**config.mk**
```make
export PLATFORM = sky130hd
export DESIGN_NAME = aud_player
export DESIGN_NICKNAME = d
export VERILOG_FILES = /design/src/aud_pkg.sv /design/src/aud_player.sv
export SDC_FILE = /design/constraint.sdc
export NUM_CORES = 1
export LEC_CHECK = 0
export BUFFER_PORTS_ARGS = -buffer_cell sky130_fd_sc_hd__buf_2
export CAP_MARGIN = 5
export CORE_MARGIN = 2
export CORE_UTILIZATION = 30
export CTS_CLUSTER_DIAMETER = 60
export DETAILED_ROUTE_END_ITERATION = 16
export SYNTH_ARGS = -nofsm -noshare
export SYNTH_HDL_FRONTEND = slang
export SYNTH_SLANG_ARGS = --single-unit
```
**constraint.sdc**
```tcl
create_clock -name i_AUD_BCLK -period 2 [get_ports i_AUD_BCLK]
set_input_delay 0.6 -clock i_AUD_BCLK [delete_from_list [all_inputs] [get_ports i_AUD_BCLK]]
set_output_delay 0.6 -clock i_AUD_BCLK [all_outputs]
set_load 0.1 [all_outputs]
```
**src/aud_pkg.sv**
```systemverilog
package aud_pkg;

	// audio word and SRAM geometry
	localparam int SAMPLE_W = 16;
	localparam int ADDR_W   = 20;

	// recording stops once this address holds a word
	localparam logic [ADDR_W-1:0] ADDR_LAST = {ADDR_W{1'b1}};

	// I2S slot length in bit clocks, MSB first
	localparam int SLOT_BITS = 16;
	localparam int BIT_CNT_W = $clog2(SLOT_BITS + 1);

	// speed factor minus one, speeds 1 to 8
	localparam int FACTOR_W = 3;

	// control FSM states
	typedef enum logic [2:0] {
		S_STOP       = 3'd0,
		S_RECD       = 3'd1,
		S_RECD_PAUSE = 3'd2,
		S_PLAY       = 3'd3,
		S_PLAY_PAUSE = 3'd4
	} aud_state_e;

endpackage

```
**src/aud_player.sv**
```systemverilog
module aud_player import aud_pkg::*; (
	input  logic                i_AUD_BCLK,
	input  logic                i_rst_n,
	input  logic                i_AUD_DACLRCK,
	input  logic                i_en,
	input  logic [SAMPLE_W-1:0] i_sample,
	output logic                o_AUD_DACDAT
);

	logic                 lrck_d;
	logic                 slot_start;
	logic [BIT_CNT_W-1:0] bit_cnt;
	logic [SAMPLE_W-1:0]  shift_r;

	// both slots carry the same word
	assign slot_start = (i_AUD_DACLRCK != lrck_d);

	always_ff @(posedge i_AUD_BCLK or posedge i_rst_n) begin
		if (i_rst_n) begin
			lrck_d  <= 1'b0;
			bit_cnt <= '0;
		end else begin
			lrck_d <= i_AUD_DACLRCK;
			if (slot_start)
				bit_cnt <= BIT_CNT_W'(SLOT_BITS);
			else if (bit_cnt != '0)
				bit_cnt <= bit_cnt - 1'b1;
		end
	end

	// zero word while disabled
	always_ff @(posedge i_AUD_BCLK) begin
		if (slot_start)
			shift_r <= i_en ? i_sample : '0;
		else if (bit_cnt != '0)
			shift_r <= {shift_r[SAMPLE_W-2:0], 1'b0};
	end

	// line stays low past the last bit
	assign o_AUD_DACDAT = (bit_cnt != '0) && shift_r[SAMPLE_W-1];

endmodule

```
==> results.cfg <==
[floorplan]
dieArea_mm2 = 0.00384
dieHeight_um = 61.9
coreArea_mm2 = 0.00328
num_rows = 21
die_x_um = 61.9
ios = 21
initial_utilization_pct = 30.7

[detailed_routing]
wl_per_cell_um = 11.2
vias = 788
drt-initial-drc-count = 33
detail-route-antenna-nets = 0
dr.pass1.iters = 4
drc_errors = 0
routed_wl_um = 1970
via_per_inst = 4.45

[global_route]
top_usage_layer = met2
grt_use_met2_pct = 18.5
grt_pass1_wl_um = 3280
grt_start_max_net_pins = 21
gr-usage-met1_pct = 14.6
grt_pass1_vias = 730
met3_usage_pct = 4.76
grt-ovfl-total = 0
antenna_found_initial = 0
track_usage_pct = 12.1

[setup_path]
worst_ep_required_time_ns = 1.40
path_class = reg2out
path_buf_inv = 2
cp_top_family = simple AND/OR/NAND/NOR gates
cp_slowest_cell = or4b_4
crit_path_end_kind = output port
worstPathMaxFanout = 2
slowest_delay_ns = 0.45
cp.arrival_ns = 1.69
start_kind = flop
path_cells = inv_2 -> ha_4 -> or4b_4 -> and2_4 -> buf_12

[synth]
synth_cell_types = 23
syn_nets = 119
synth_seq_area_share_pct = 62.6
synth_edf_count = 16
synth_area_mm2 = 0.00101
synth_flop_cell = edfxtp_1
avgSynthCellArea_um2 = 10.3
yosysWarnings = 0
synth_cells = 98
async_flop_share_pct = 27.3
ys_ff_latch = 22

[run]
maxCapViolCount = 0

[timing]
fmax_mhz = 437
relSlewSlack_pct = 82.2
finalHoldViolCount = 0
skew_ns = 0.00587
finalSetupTns_ns = -0.288
finalSetupViolCount = 1
worst_pin_slew_ns = 0.267
fin_crit_ns = 2.29
slew_viol_final = 0
postLayoutSetupSlackWorst_ns = -0.288
rsz0062_at_grt = true
fin_crit_sh_pct = 114

[layout]
layout-area-overhead-vs-synth_pct = 29.8
antennaDiodeCount = 0
final_util_pct = 39.8
drive_gt1_share_pct = 33.6
nets = 153

[clocking]
cts_inserted_buffers = 3
cts.path.max_buffers = 2
cts_tree = built
cts_hold_buf = 0
clock_latency_ns = 0.31
clk_pin_slew_ns = 0.12
cts_max_level = 1
clock_sinks = 22
cts_root_buffer = clkbuf_4

[placed_design]
pre_cts_ws_ns = -0.127
hpwl_um = 1420
portBuffers = 20
place_congestion = 0.813

[outcome]
status = finished with violations
violations = negative setup slack

[power_and_ir_drop]
power_switching_w = 0.000492
pwr-share-comb_pct = 37.2
p_clk_share_pct = 15.8
vdd_ir_drop_max_uv = 610
leakage_nw = 0.623
power.density_mw_per_mm2 = 1190
internal-power_w = 0.00106
pwr-share-seq_pct = 47.0
swShare_pct = 31.7

[min_path]
holdCritPathClass = in2async
## state kept, by name, indices dropped and copies added (netlist names)
| name | cells |
|---|---|
| bit_cnt | 5 |
| lrck_d | 1 |
| shift_r | 16 |
## logic make-up after synthesis
logic type / Yosys count / synth area share [%]
AOI/OAI and AO/OA: 5 / 3.73
xor gates and xnor gates: 2 / 1.74
adders and majority gates: 1 / 1.24
buffers and inverters: 9 / 3.85
DFF: 22 / 62.6
and+or+nand+nor: 59 / 26.8
## power by group through the flow
stage	clock network [W]	logic, W	registers, W
after global placement	0	0.000472	0.000727
after global routing	0.000274	0.000636	0.000746
after floorplan	0	0.000307	0.000732
after CTS	0.000255	0.000575	0.000731
final	0.000245	0.000576	0.000729
after detailed placement	0	0.000490	0.000740
## final timing paths
kind,to,depth (start not counted),startpoint,slack (ns)
max,o_AUD_DACDAT,5,bit_cnt[0],-0.29
min,bit_cnt[4],2,i_rst_n,0.18
max reg2reg,bit_cnt[2],7,bit_cnt[0],0.36
min reg2reg,shift_r[6],2,shift_r[5],0.53
max in group asynchronous,lrck_d,2,i_rst_n,1.62
min in group i_AUD_BCLK,lrck_d,1,i_AUD_DACLRCK,0.44
## timing repair
action	4_1_cts	5_1_grt
gates resized for setup	8	0
pin swaps	2	0
setup endpoints to repair	1	1
cloned	0	0
setup buffers	3	0
## cell usage in the layout, fill, tap and decap left out
master | netlist | routed
a21oi_1 | 2 | 2
nand2_1 | 33 | 33
clkbuf_8 | 0 | 1
o211ai_1 | 1 | 1
buf_4 | 1 | 13
clkbuf_4 | 0 | 3
and3_1 | 1 | 1
or4b_4 | 1 | 1
nand3_1 | 15 | 15
edfxtp_1 | 16 | 16
o31ai_1 | 1 | 1
xnor2_1 | 1 | 1
buf_2 | 1 | 19
buf_12 | 0 | 1
nor4b_1 | 1 | 1
dfrtp_1 | 6 | 6
nor3_1 | 2 | 2
ha_4 | 0 | 1
nor2_1 | 3 | 3
nand2b_1 | 1 | 1
inv_1 | 5 | 3
inv_2 | 0 | 2
or3_2 | 1 | 1
xor2_1 | 1 | 1
and2_4 | 0 | 1
a211oi_2 | 1 | 1
## through the flow
step / cell area [µm²] / cells / hold WS (ns) / power, W
after floorplan: 1010 / 98 / 0.391 / 0.00104
after global placement: 1220 / 170 / 0.486 / 0.00120
after detailed placement: 1220 / 170 / 0.501 / 0.00123
after CTS: 1310 / 177 / 0.180 / 0.00156
after global routing: 1310 / 177 / 0.188 / 0.00165
final: 1310 / 177 / 0.180 / 0.00155
## Yosys cell counts (2+ instances only)
cell	number	share of area [%]
inv_1	5	1.9
a21oi_1	2	0.99
dfrtp_1	6	15
nor3_1	2	0.99
clkbuf_1	2	0.75
nor2_1	3	1.1
edfxtp_1	16	48
nand2_1	33	12
nand3_1	15	7.5
## routing by layer
metal / wire length [µm] / up-vias
met5: 0 / -
met4: 26 / 0
met3: 80 / 2
met2: 1020 / 19
met1: 851 / 364
li1: - / 403
## cell type report
type | count | area (µm²)
sequential | 22 | 631
clock buffer | 4 | 36.3
tap | 46 | 57.6
multi-input combinational | 67 | 352
inverter | 5 | 18.8
timing repair buffer | 33 | 213
fill | 336 | 1980
Note: power is estimated with default switching activity, not from simulation.
