## src/aud_pkg.sv

```systemverilog
package aud_pkg;

	// audio word and SRAM geometry
	localparam int SAMPLE_W = 16;
	localparam int ADDR_W   = 20;

	// recording stops once this address holds a word
	localparam logic [ADDR_W-1:0] ADDR_LAST = {ADDR_W{1'b1}};

	// I2S slot length in bit clocks, MSB first
	localparam int SLOT_BITS = 16;
	localparam int BIT_CNT_W = $clog2(SLOT_BITS + 1);

	// speed factor minus one, speeds 1 to 8
	localparam int FACTOR_W = 3;

	// control FSM states
	typedef enum logic [2:0] {
		S_STOP       = 3'd0,
		S_RECD       = 3'd1,
		S_RECD_PAUSE = 3'd2,
		S_PLAY       = 3'd3,
		S_PLAY_PAUSE = 3'd4
	} aud_state_e;

endpackage

```

## src/aud_if.sv

```systemverilog


// controller to playback DSP
interface aud_play_if import aud_pkg::*; ();
	logic                run;
	logic                restart;
	logic                slow;
	logic                interp;
	logic [FACTOR_W-1:0] factor;
	logic                done;

	modport ctrl (
		output run, output restart, output slow,
		output interp, output factor, input done
	);
	modport dsp (
		input run, input restart, input slow,
		input interp, input factor, output done
	);
endinterface

```

## src/aud_dsp.sv

```systemverilog
module aud_dsp import aud_pkg::*; (
	input  logic                i_AUD_BCLK,
	input  logic                i_rst_n,
	input  logic                i_AUD_DACLRCK,
	input  logic [ADDR_W-1:0]   i_length,
	input  logic [SAMPLE_W-1:0] i_rd_data,
	aud_play_if.dsp             play,
	output logic [ADDR_W-1:0]   o_rd_addr,
	output logic [SAMPLE_W-1:0] o_sample,
	output logic                o_player_en
);

	logic                                lrck_d;
	logic                                left_start;
	logic [ADDR_W:0]                     addr_nxt;
	logic [ADDR_W:0]                     addr_inc;
	logic                                at_end;
	logic [FACTOR_W-1:0]                 step;
	logic                                frame_go;
	logic                                fetch_d1;
	logic                                phase1;
	logic                                phase2;
	logic                                done_r;
	logic [1:0]                          shift;
	logic signed [SAMPLE_W-1:0]          prev;
	logic signed [SAMPLE_W-1:0]          cur;
	logic signed [SAMPLE_W:0]            diff;
	logic signed [SAMPLE_W+FACTOR_W+1:0] prod;
	logic signed [SAMPLE_W-1:0]          interp;

	assign left_start = lrck_d && !i_AUD_DACLRCK;
	// one extra bit so a fast step cannot wrap
	assign at_end     = addr_nxt >= {1'b0, i_length};
	assign addr_inc   = play.slow ? (ADDR_W+1)'(1) : (ADDR_W+1)'(play.factor) + 1'b1;
	// a new address is due at step 0 only
	assign frame_go   = left_start && play.run && !done_r && !(step == '0 && at_end);

	// log2 of the linear factor
	always_comb begin
		case (play.factor)
			FACTOR_W'(1): shift = 2'd1;
			FACTOR_W'(3): shift = 2'd2;
			FACTOR_W'(7): shift = 2'd3;
			default:      shift = 2'd0;
		endcase
	end

	// prev + (cur - prev) * k / F
	assign diff   = cur - prev;
	assign prod   = diff * $signed({1'b0, step});
	assign interp = prev + SAMPLE_W'(prod >>> shift);

	always_ff @(posedge i_AUD_BCLK or posedge i_rst_n) begin
		if (i_rst_n) begin
			lrck_d    <= 1'b0;
			addr_nxt  <= '0;
			o_rd_addr <= '0;
			step      <= '0;
			fetch_d1  <= 1'b0;
			phase1    <= 1'b0;
			phase2    <= 1'b0;
			done_r    <= 1'b0;
		end else begin
			lrck_d <= i_AUD_DACLRCK;
			if (play.restart) begin
				addr_nxt  <= '0;
				o_rd_addr <= '0;
				step      <= '0;
				fetch_d1  <= 1'b0;
				phase1    <= 1'b0;
				phase2    <= 1'b0;
				done_r    <= 1'b0;
			end else begin
				phase1 <= frame_go;
				phase2 <= phase1;
				if (left_start && play.run && step == '0 && at_end)
					done_r <= 1'b1;
				// cycle 0 puts the address on the bus
				if (frame_go) begin
					fetch_d1 <= (step == '0);
					if (step == '0) begin
						o_rd_addr <= addr_nxt[ADDR_W-1:0];
						addr_nxt  <= addr_nxt + addr_inc;
					end
				end
				if (phase2)
					step <= (play.slow && step != play.factor) ? step + 1'b1 : '0;
			end
		end
	end

	// cycle 1 takes the SRAM word, cycle 2 hands over the sample
	always_ff @(posedge i_AUD_BCLK) begin
		if (play.restart) begin
			prev     <= '0;
			cur      <= '0;
			o_sample <= '0;
		end else begin
			if (phase1 && fetch_d1) begin
				prev <= cur;
				cur  <= i_rd_data;
			end
			if (phase2)
				o_sample <= (play.slow && play.interp) ? interp : cur;
		end
	end

	assign play.done   = done_r;
	assign o_player_en = play.run;

	assert property (@(posedge i_AUD_BCLK) disable iff (i_rst_n)
		play.run && i_length != '0 |-> o_rd_addr < i_length);

endmodule

```

## src/flat_wrapper.sv

```systemverilog
// flat-port wrapper written by rule: the top's interface ports become plain ports
module aud_dsp_flat import aud_pkg::*;
  (i_AUD_BCLK, i_rst_n, i_AUD_DACLRCK, i_length, i_rd_data, o_rd_addr, o_sample, o_player_en, play_run, play_restart, play_slow, play_interp, play_factor, play_done);
  aud_play_if play_i ();
  input  logic i_AUD_BCLK;
  input  logic i_rst_n;
  input  logic i_AUD_DACLRCK;
  input  logic [ADDR_W-1:0] i_length;
  input  logic [SAMPLE_W-1:0] i_rd_data;
  output logic [ADDR_W-1:0] o_rd_addr;
  output logic [SAMPLE_W-1:0] o_sample;
  output logic o_player_en;
  input wire logic [$bits(play_i.run)-1:0] play_run;
  input wire logic [$bits(play_i.restart)-1:0] play_restart;
  input wire logic [$bits(play_i.slow)-1:0] play_slow;
  input wire logic [$bits(play_i.interp)-1:0] play_interp;
  input wire logic [$bits(play_i.factor)-1:0] play_factor;
  output wire logic [$bits(play_i.done)-1:0] play_done;
  assign play_i.run = play_run;
  assign play_i.restart = play_restart;
  assign play_i.slow = play_slow;
  assign play_i.interp = play_interp;
  assign play_i.factor = play_factor;
  assign play_done = play_i.done;
  aud_dsp u_core (.i_AUD_BCLK(i_AUD_BCLK), .i_rst_n(i_rst_n), .i_AUD_DACLRCK(i_AUD_DACLRCK), .i_length(i_length), .i_rd_data(i_rd_data), .play(play_i), .o_rd_addr(o_rd_addr), .o_sample(o_sample), .o_player_en(o_player_en));
endmodule
```

## config.mk

```make
export PLATFORM = sky130hd
export DESIGN_NAME = aud_dsp_flat
export DESIGN_NICKNAME = d
export VERILOG_FILES = /design/src/aud_pkg.sv /design/src/aud_if.sv /design/src/aud_dsp.sv /design/src/flat_wrapper.sv
export SDC_FILE = /design/constraint.sdc
export NUM_CORES = 1
export LEC_CHECK = 0
export BUFFER_PORTS_ARGS = -buffer_cell sky130_fd_sc_hd__buf_4
export CAP_MARGIN = 10
export CORE_ASPECT_RATIO = 0.9
export CORE_MARGIN = 4
export CORE_UTILIZATION = 45
export DETAILED_ROUTE_END_ITERATION = 7
export GPL_TIMING_DRIVEN = 1
export PLACE_DENSITY = 0.66
export SLEW_MARGIN = 5
export SYNTH_ARGS = -nofsm -noshare
export SYNTH_HDL_FRONTEND = slang
export SYNTH_SLANG_ARGS = --single-unit
```

## constraint.sdc

```tcl
create_clock -name i_AUD_BCLK -period 6.31 [get_ports i_AUD_BCLK]
set_input_delay 1.262 -clock i_AUD_BCLK [delete_from_list [all_inputs] [get_ports i_AUD_BCLK]]
set_output_delay 1.262 -clock i_AUD_BCLK [all_outputs]
set_load 0.01 [all_outputs]
```

==> run summary <==
crit path max-delay cell type -> fa_1
grt total ovfl -> 0
Worst-path clk slew -> 0.07 ns
RR Startpoint -> u_core.cur[0]$_SDFFE_PP0P_
RR Endpoint -> u_core.o_sample[15]$_SDFFE_PP0P_
CP Buf/Inv Count -> 2
die area -> 21,500 um^2
Clk Latency, worst-skew pair -> 0.36 ns
number of max-cap violations -> 0
Max Fclk -> 161 MHz
DIE HEIGHT -> 139 um
leakage -> 0.00505 uW
Max clock buf depth -> 2
commonest non-fill, non-tap cell in the layout -> nand2_1
synth top area cells -> dfrtp_1, ha_1, dfxtp_1
number of global-route vias before repair -> 7,429
core area -> 18,600 um^2
CP startpoint -> u_core.cur[0]$_SDFFE_PP0P_
final period demand of the worst path -> 6.22 ns
Synth Flop Type -> dfrtp_1
Hold Violations, Final -> 0
delay-heaviest family, CP -> compound AO/OA/AOI/OAI gates
yosys warns -> 0
Post-synth EDFFs -> 0
H-tree levels -> 3
FF-to-FF setup slack -> 0.09 ns
Buffers on Ports -> 83
Setup violations, final -> 0
CTS tree -> yes
largest net degree at the start of global routing -> 72
Starting Density -> 46.4%
synthesized area -> 8640 um^2
global-route wire length before repair -> 37,100 um
Critical Path Sink -> u_core.o_sample[15]$_SDFFE_PP0P_
Worst Hold Class -> flop to flop
Setup CP Type -> flop to flop
worst slew pin tran -> 1.12 ns
DP Wirelength -> 16,400 um
r2r worst-path depth -> 32
unrepaired setup endpoints after global routing -> yes
register area share after synthesis -> 25.3%
slowest cell delay on critical path -> 0.56 ns
flops & latches, synth -> 97
syn_nets -> 1,239
Setup crit start kind -> flop
die span in x -> 154 um
commonest cells after routing, fill and taps aside -> nand2_1, buf_4, inv_1, ha_1, a21oi_1
final net count -> 1,366
leading area contributor after synthesis -> dfrtp_1
period utilization -> 98.6%
Slew headroom -> 24.9%
RD Place Congestion -> 0.840
WHS Path Cells -> 2
Total Wirelength -> 22,000 um
mean post-synth cell area -> 8.03 um^2
fin. max-slew vios -> 0
fin util -> 57.0%
First-pass DRT Iterations -> 4
CTS buffer count -> 9
root buf cell -> clkbuf_16
clock sinks -> 97
share of layout cells above drive strength 1 -> 22.4%
Async S/R FF share, synth -> 50.5%
Hold WS -> 0.467 ns
endpoint class of the critical path -> flop
DRC Markers -> 0
area share of the largest cell type after synthesis -> 14.2%
drt wl/cell -> 15.1 um
vias per std cell -> 5.30
Arrival @ worst endpoint -> 6.43 ns
clk_skew -> 0.0122 ns
num ports -> 84
Cell Pwr Density -> 125 nW/um^2
# hold bufs at CTS -> 0
GRT Util Overall -> 20.5%
critical path depth -> 32
synth-to-layout area growth -> 23.0%
Rows -> 47
VDD IR max -> 0.000152 V
Syn Inst Count -> 1,076
Max FO, Critical Path -> 4
Synth cell types -> 78
vias -> 7,704
initial drt markers -> 488
Detail Route Antenna Nets -> 0
outcome -> finished clean
diodes inserted -> 0
CP Data Required Time -> 6.52 ns
antenna violations before repair -> 0
[through the flow]
step	setup slack (ns)	setup TNS, ns	cell area [um^2]	power (uW)	cells
final	0.0873	0	10600	1320	1453
after floorplan	0.0219	0	8640	723	1076
after global routing	-0.198	-0.418	10600	1380	1453
after global placement	-0.0688	-0.0688	9920	776	1429
after detailed placement	-0.172	-0.172	9920	777	1429
after CTS	-0.0173	-0.0173	10400	1330	1451
[layer usage]
metal,vias up,part of all wire (%),global-route usage [%]
met5,-,0,0
li1,3946,-,-
met3,12,4.1,3.01
met1,3573,54,33.2
met4,0,0.69,3.72
met2,173,41,28.6
[where the power goes]
| group | total (uW) | switching, uW | internal [uW] |
|---|---|---|---|
| Combinational | 146 | 82.2 | 63.6 |
| Sequential | 624 | 3.02 | 621 |
| Clock | 555 | 268 | 288 |
[sequential cells by signal, summed over array words and instances (netlist names), 3 cells and up]
register          count
u_core.cur           16
u_core.prev          16
u_core.o_rd_addr     20
u_core.step           3
u_core.addr_nxt      21
u_core.o_sample      16
[tightest hold or removal path, cell delays in order (launching register included)]
cell and delay, ns:
dfxtp_1 0.31, nand2_1 0.05, a21oi_1 0.05
[worst min-delay path by stage]
stage | start | end | slack (ns)
after global placement | u_core.prev[15]$_SDFFE_PP0P_ | u_core.prev[15]$_SDFFE_PP0P_ | 0.45
after global routing | u_core.prev[15]$_SDFFE_PP0P_ | u_core.prev[15]$_SDFFE_PP0P_ | 0.49
final | u_core.prev[15]$_SDFFE_PP0P_ | u_core.prev[15]$_SDFFE_PP0P_ | 0.47
after detailed placement | u_core.prev[15]$_SDFFE_PP0P_ | u_core.prev[15]$_SDFFE_PP0P_ | 0.46
after floorplan | u_core.prev[15]$_SDFFE_PP0P_ | u_core.prev[15]$_SDFFE_PP0P_ | 0.44
after CTS | u_core.prev[15]$_SDFFE_PP0P_ | u_core.prev[15]$_SDFFE_PP0P_ | 0.47
[synthesized netlist by cell type, types with 7 or more instances]
library cell and n:
dfxtp_1 48, mux2i_1 59, nand4_1 7, a21oi_1 83, a211oi_1 9, fa_1 19
ha_1 98, or3_1 11, nand2b_1 9, nor3_1 13, o31ai_1 7, nor4_1 11
nor2_1 58, and2_1 32, dfrtp_1 49, or4_1 8, nor2b_1 9, xor2_1 18
nand2_1 176, and3_1 7, xnor2_1 23, o21ai_0 35, o21a_1 15, a21o_1 21
inv_1 103, or2_2 14, o211ai_1 13, nand3_1 16, clkbuf_1 40
[logic make-up (layout without fill, tap and decap cells)]
logic type	count (synthesis)	count (layout)	synth area share [%]
compound gates	223	223	16.6
xor+xnor	41	41	4.15
fa+ha+maj	117	117	18.6
buf+inv	150	282	6.67
flops	97	97	25.3
mux	60	60	6.96
simple gates	388	388	21.7
[what timing repair did]
| item | in CTS | in global routing |
|---|---|---|
| setup buffers | 6 | 2 |
| setup endpoints to repair | 1 | 6 |
| resized for setup | 28 | 46 |
| pin swaps | 23 | 29 |
[layout make-up]
cell class / count / area [um^2]
fill: 1644 / 8010
clock inverter: 6 / 58.8
clock buffer: 10 / 239
tap: 245 / 307
timing repair buffer: 163 / 1220
sequential: 97 / 2190
multi-input combinational: 829 / 6230
inverter: 103 / 387
No activity file was read; power rests on OpenSTA's default activity.
