File: config.mk
export PLATFORM = sky130hd
export DESIGN_NAME = aud_ctrl_flat
export DESIGN_NICKNAME = d
export VERILOG_FILES = /design/src/aud_pkg.sv /design/src/aud_if.sv /design/src/aud_ctrl.sv /design/src/flat_wrapper.sv
export SDC_FILE = /design/constraint.sdc
export NUM_CORES = 1
export LEC_CHECK = 0
export BUFFER_PORTS_ARGS = -buffer_cell sky130_fd_sc_hd__buf_4
export CAP_MARGIN = 20
export CELL_PAD_IN_SITES_DETAIL_PLACEMENT = 1
export CELL_PAD_IN_SITES_GLOBAL_PLACEMENT = 1
export CORE_ASPECT_RATIO = 1.5
export CORE_UTILIZATION = 22
export DETAILED_ROUTE_END_ITERATION = 8
export PLACE_DENSITY_LB_ADDON = 0.3
export SLEW_MARGIN = 20
export SYNTH_ARGS = -nofsm -noshare
export SYNTH_HDL_FRONTEND = slang
export SYNTH_SLANG_ARGS = --single-unit
File: constraint.sdc
create_clock -name i_AUD_BCLK -period 1.89 [get_ports i_AUD_BCLK]
set_clock_uncertainty 0.15 [all_clocks]
set_input_delay 0.0945 -clock i_AUD_BCLK [delete_from_list [all_inputs] [get_ports i_AUD_BCLK]]
set_output_delay 0.0945 -clock i_AUD_BCLK [all_outputs]
set_load 0.02 [all_outputs]
File: src/aud_pkg.sv
package aud_pkg;

	// audio word and SRAM geometry
	localparam int SAMPLE_W = 16;
	localparam int ADDR_W   = 20;

	// recording stops once this address holds a word
	localparam logic [ADDR_W-1:0] ADDR_LAST = {ADDR_W{1'b1}};

	// I2S slot length in bit clocks, MSB first
	localparam int SLOT_BITS = 16;
	localparam int BIT_CNT_W = $clog2(SLOT_BITS + 1);

	// speed factor minus one, speeds 1 to 8
	localparam int FACTOR_W = 3;

	// control FSM states
	typedef enum logic [2:0] {
		S_STOP       = 3'd0,
		S_RECD       = 3'd1,
		S_RECD_PAUSE = 3'd2,
		S_PLAY       = 3'd3,
		S_PLAY_PAUSE = 3'd4
	} aud_state_e;

endpackage

File: src/aud_if.sv
// controller to recorder
interface aud_rec_if import aud_pkg::*; ();
	logic              run;
	logic              restart;
	logic              full;
	logic [ADDR_W-1:0] length;

	modport ctrl (output run, output restart, input full, input length);
	modport rec  (input run, input restart, output full, output length);
endinterface

// controller to playback DSP
interface aud_play_if import aud_pkg::*; ();
	logic                run;
	logic                restart;
	logic                slow;
	logic                interp;
	logic [FACTOR_W-1:0] factor;
	logic                done;

	modport ctrl (
		output run, output restart, output slow,
		output interp, output factor, input done
	);
	modport dsp (
		input run, input restart, input slow,
		input interp, input factor, output done
	);
endinterface

File: src/aud_ctrl.sv
module aud_ctrl import aud_pkg::*; (
	input  logic       i_AUD_BCLK,
	input  logic       i_rst_n,
	input  logic       i_key_record,
	input  logic       i_key_play,
	input  logic       i_key_stop,
	input  logic [3:0] i_speed,
	input  logic       i_interp,
	output aud_state_e o_state,
	aud_rec_if.ctrl    rec,
	aud_play_if.ctrl   play
);

	aud_state_e          state_r;
	aud_state_e          state_w;
	logic                rec_start;
	logic                play_start;
	logic                slow_r;
	logic                interp_r;
	logic [FACTOR_W-1:0] factor_r;
	logic [FACTOR_W-1:0] factor_w;

	always_comb begin
		state_w = state_r;
		case (state_r)
			S_STOP: begin
				if (i_key_record)
					state_w = S_RECD;
				else if (i_key_play)
					state_w = S_PLAY;
			end
			S_RECD: begin
				if (i_key_stop || rec.full)
					state_w = S_STOP;
				else if (i_key_record)
					state_w = S_RECD_PAUSE;
			end
			S_RECD_PAUSE: begin
				if (i_key_stop)
					state_w = S_STOP;
				else if (i_key_record)
					state_w = S_RECD;
			end
			S_PLAY: begin
				// end of recording ends playback too
				if (i_key_stop || play.done)
					state_w = S_STOP;
				else if (i_key_play)
					state_w = S_PLAY_PAUSE;
			end
			S_PLAY_PAUSE: begin
				if (i_key_stop)
					state_w = S_STOP;
				else if (i_key_play)
					state_w = S_PLAY;
			end
			default: state_w = S_STOP;
		endcase
	end

	// linear mode takes a power-of-two code
	always_comb begin
		if (i_speed[3] && i_interp) begin
			case (i_speed[1:0])
				2'd0:    factor_w = FACTOR_W'(0);
				2'd1:    factor_w = FACTOR_W'(1);
				2'd2:    factor_w = FACTOR_W'(3);
				default: factor_w = FACTOR_W'(7);
			endcase
		end else begin
			factor_w = i_speed[2:0];
		end
	end

	assign rec_start  = (state_r == S_STOP) && (state_w == S_RECD);
	assign play_start = (state_r == S_STOP) && (state_w == S_PLAY);

	always_ff @(posedge i_AUD_BCLK or posedge i_rst_n) begin
		if (i_rst_n) begin
			state_r  <= S_STOP;
			slow_r   <= 1'b0;
			interp_r <= 1'b0;
			factor_r <= '0;
		end else begin
			state_r <= state_w;
			if (play_start) begin
				slow_r   <= i_speed[3];
				interp_r <= i_speed[3] && i_interp;
				factor_r <= factor_w;
			end
		end
	end

	assign o_state      = state_r;
	assign rec.run      = (state_r == S_RECD);
	assign rec.restart  = rec_start;
	assign play.run     = (state_r == S_PLAY);
	assign play.restart = play_start;
	assign play.slow    = slow_r;
	assign play.interp  = interp_r;
	assign play.factor  = factor_r;

	// a restart leaves no stale full or done flag behind
	assert property (@(posedge i_AUD_BCLK) disable iff (i_rst_n)
		rec.restart |=> !rec.full && rec.length == '0);
	assert property (@(posedge i_AUD_BCLK) disable iff (i_rst_n)
		play.restart |=> !play.done);

endmodule

File: src/flat_wrapper.sv
// flat-port wrapper written by rule: the top's interface ports become plain ports
module aud_ctrl_flat import aud_pkg::*;
  (i_AUD_BCLK, i_rst_n, i_key_record, i_key_play, i_key_stop, i_speed, i_interp, o_state, rec_run, rec_restart, rec_full, rec_length, play_run, play_restart, play_slow, play_interp, play_factor, play_done);
  aud_rec_if rec_i ();
  aud_play_if play_i ();
  input  logic i_AUD_BCLK;
  input  logic i_rst_n;
  input  logic i_key_record;
  input  logic i_key_play;
  input  logic i_key_stop;
  input  logic [3:0] i_speed;
  input  logic i_interp;
  output aud_state_e o_state;
  output wire logic [$bits(rec_i.run)-1:0] rec_run;
  output wire logic [$bits(rec_i.restart)-1:0] rec_restart;
  input wire logic [$bits(rec_i.full)-1:0] rec_full;
  input wire logic [$bits(rec_i.length)-1:0] rec_length;
  output wire logic [$bits(play_i.run)-1:0] play_run;
  output wire logic [$bits(play_i.restart)-1:0] play_restart;
  output wire logic [$bits(play_i.slow)-1:0] play_slow;
  output wire logic [$bits(play_i.interp)-1:0] play_interp;
  output wire logic [$bits(play_i.factor)-1:0] play_factor;
  input wire logic [$bits(play_i.done)-1:0] play_done;
  assign rec_run = rec_i.run;
  assign rec_restart = rec_i.restart;
  assign rec_i.full = rec_full;
  assign rec_i.length = rec_length;
  assign play_run = play_i.run;
  assign play_restart = play_i.restart;
  assign play_slow = play_i.slow;
  assign play_interp = play_i.interp;
  assign play_factor = play_i.factor;
  assign play_i.done = play_done;
  aud_ctrl u_core (.i_AUD_BCLK(i_AUD_BCLK), .i_rst_n(i_rst_n), .i_key_record(i_key_record), .i_key_play(i_key_play), .i_key_stop(i_key_stop), .i_speed(i_speed), .i_interp(i_interp), .o_state(o_state), .rec(rec_i), .play(play_i));
endmodule
==> reports/qor.csv <==
metric,value,unit
status,completed,
start_kind,register,
vias,447,
nets,108,
worstHoldStart,i_speed[0],
numCtsBuffers,3,
internal_power,549.1,uW
viasPerCell,4.705,
cp_data_arrival_time,1.39,ns
grt_max_degree,10,
drc,0,
combPwrFrac,0.522,
clkLatencyLatePin,0.24,ns
setup_viol,0,
io_pins,44,
syn_area,447.9,um2
worst_slew_pin_slew,0.2959,ns
r2r_cells,3,
cts_tree,done,
ant_nets,0,
seqPwrFrac,0.343,
rr_endpoint,u_core.play.factor[2],
whs,0.008056,ns
routed_wl,1.138,mm
finalWeightedCongestion,0.6683,
first_pass_iters,2,
clkPwrFrac,0.135,
p_sw,354.5,uW
drive_gt1_frac,0.4730,
dpl.hpwl,861,um
numPortBuffers,23,
grt_pass1_vias,448,
swShare,0.3923,
rows,19,
clock_sinks,8,
yosysSeqAreaShare,0.4469,
slew_viol_final,0,
cp_slowest_cell,dfrtp_1,
post-cts-setup-buffers,0,
powerDensity,1256,nW/um2
syn-num-nets,75,
core-area,1878,um2
maxCapViolCount,0,
hold_class,input port to register,
period_share,0.8656,
avgRoutedWirePerCell,11.98,um
leakage,0.3662,nW
r2r_slack,0.40,ns
relSlewSlack,0.8027,
setup_tns,0,ns
fmax,611.3,MHz
hold_end,u_core.play.factor[0],
ctsHtreeMaxLevel,1,
hold_path_depth,3,
cpPeakStageDelay,0.47,ns
syn_inst,43,
synthDominantCellAreaShare,0.4469,
critPathBufInv,2,
die_h,57.27,um
synth.largest_area_cell,dfrtp_1,
critPathKind,register to output pin,
grt_pass1_wl,1.863,mm
fp.dieW,38.84,um
r2r-start,u_core.o_state[2],
path_clk_slew,0.05,ns
drt_iter0_markers,4,
start_util,0.2385,
grt_use_total,0.1222,
worst_ep_required_time,1.65,ns
yosysWarnings,0,
antenna_cells,0,
grt_setup_unrepaired,false,
die_area,2224,um2
period_needed,1.636,ns
cts.path.max_buffers,2,
finalHoldViolations,0,
path_cells,"nor3_2, nand3_2, inv_1, buf_4",
cts-root-buf,clkbuf_4,
crit_fanout,8,
antenna_found_initial,0,
peakVddDrop,0.5506,mV
syn2layout_area_growth,60.61,%
crit_family,flip-flops,
gr-total-overflow,0,
crit_path_end_kind,output pin,
ys_types,21,
ys_top_cells_by_area,"dfrtp_1 45%, mux2_2 10%, mux2i_1 6.7%",
syn_area_per_cell,10.42,um2
ys_seq_elements,8,
## sequential cells by signal, summed over array words and instances, names as in the netlist
| register | count |
|---|---|
| u_core.play.interp | 1 |
| u_core.o_state | 3 |
| u_core.play.factor | 3 |
| u_core.play.slow | 1 |
## synth_stat cells
cell / number
o21ai_0: 1
o21bai_1: 1
a211o_2: 1
o211ai_1: 1
mux2i_1: 3
nor2_1: 3
nand2_1: 3
nor3_1: 1
and2_2: 1
mux2_2: 4
and4bb_2: 1
inv_1: 5
nor3b_1: 2
a21oi_1: 1
nor3_2: 1
nand2b_1: 1
dfrtp_1: 8
o221ai_1: 2
and2_1: 1
nand4_1: 1
nand3_2: 1
## stage by stage
stage                 util  setup WS [ns]  power (mW)  area (um2)  cells
global placement    0.3444         0.4097      0.7748       646.9     87
detailed placement  0.3444         0.3907      0.7814       646.9     87
floorplan                -         0.1801      0.5697       447.9     43
global route        0.3831         0.1215      0.9816       719.4     95
CTS                 0.3831         0.2196      0.9192       719.4     95
finish              0.3831         0.2540      0.9036       719.4     95
## layout make-up
cell class,count,area [um2]
Multi-Input combinational cell,30,229.0
Fill cell,213,1159
Timing Repair Buffer,28,222.7
Sequential cell,8,200.2
Tap cell,21,26.28
Inverter,5,18.77
Clock buffer,3,22.52
## kinds of logic after synthesis
| family | count (synthesis) | synth area share |
|---|---|---|
| AO/OA/AOI/OAI | 7 | 0.1173 |
| buffers and inverters | 5 | 0.04190 |
| flip-flops | 8 | 0.4469 |
| multiplexers | 7 | 0.1676 |
| AND/OR/NAND/NOR | 16 | 0.2263 |
## power groups by stage
stage / clock [mW] / sequential, mW / combinational (mW)
global route: 0.144 / 0.325 / 0.513
CTS: 0.130 / 0.312 / 0.477
global placement: 0 / 0.314 / 0.461
finish: 0.122 / 0.310 / 0.472
floorplan: 0 / 0.389 / 0.181
detailed placement: 0 / 0.315 / 0.466
## worst max path at each step
stage / from / to / slack, ns / cells past startpoint
floorplan: u_core.o_state[0] / u_core.o_state[0] / 0.18 / 3
global placement: u_core.o_state[2] / u_core.play.factor[2] / 0.41 / 3
detailed placement: u_core.o_state[2] / u_core.play.factor[2] / 0.39 / 3
CTS: u_core.o_state[2] / play_restart / 0.22 / 4
global route: u_core.o_state[1] / play_restart / 0.12 / 4
finish: u_core.o_state[2] / play_restart / 0.25 / 4
## worst register-to-register path, delay by kind of cell, from the launching register on
kind	cells	cell delay [ns]
flip-flops	1	0.47
multiplexers	1	0.31
AND/OR/NAND/NOR	2	0.45
## timing repair
| item | CTS | global route |
|---|---|---|
| hold buffers | 5 | 0 |
| resized for setup | 0 | 0 |
| hold endpoints to repair | 13 | 0 |
| setup endpoints to repair | 0 | 0 |
## layout by cell type, fill, tap and decap left out
| cell | netlist | layout |
|---|---|---|
| buf_4 | 0 | 23 |
| dfrtp_1 | 8 | 8 |
| inv_1 | 5 | 5 |
| dlygate4sd3_1 | 0 | 5 |
| mux2_2 | 4 | 4 |
| nand2_1 | 3 | 3 |
| nor2_1 | 3 | 3 |
| mux2i_1 | 3 | 3 |
| clkbuf_4 | 0 | 3 |
| nor3b_1 | 2 | 2 |
| o221ai_1 | 2 | 2 |
| nor3_2 | 1 | 1 |
| nand3_2 | 1 | 1 |
| and2_1 | 1 | 1 |
| nand4_1 | 1 | 1 |
| o21ai_0 | 1 | 1 |
| and4bb_2 | 1 | 1 |
| nor3_1 | 1 | 1 |
| o211ai_1 | 1 | 1 |
| o21bai_1 | 1 | 1 |
| nand2b_1 | 1 | 1 |
| a211o_2 | 1 | 1 |
| and2_2 | 1 | 1 |
| a21oi_1 | 1 | 1 |
## per-layer routing
layer	GRT usage	share of wire	vias to the layer above
met1	0.1294	0.39	206
li1	-	-	217
met2	0.2000	0.52	22
met3	0.02724	0.081	2
met4	0.08867	0.0088	0
met5	0	0	-
(Power assumes the default switching activity.)
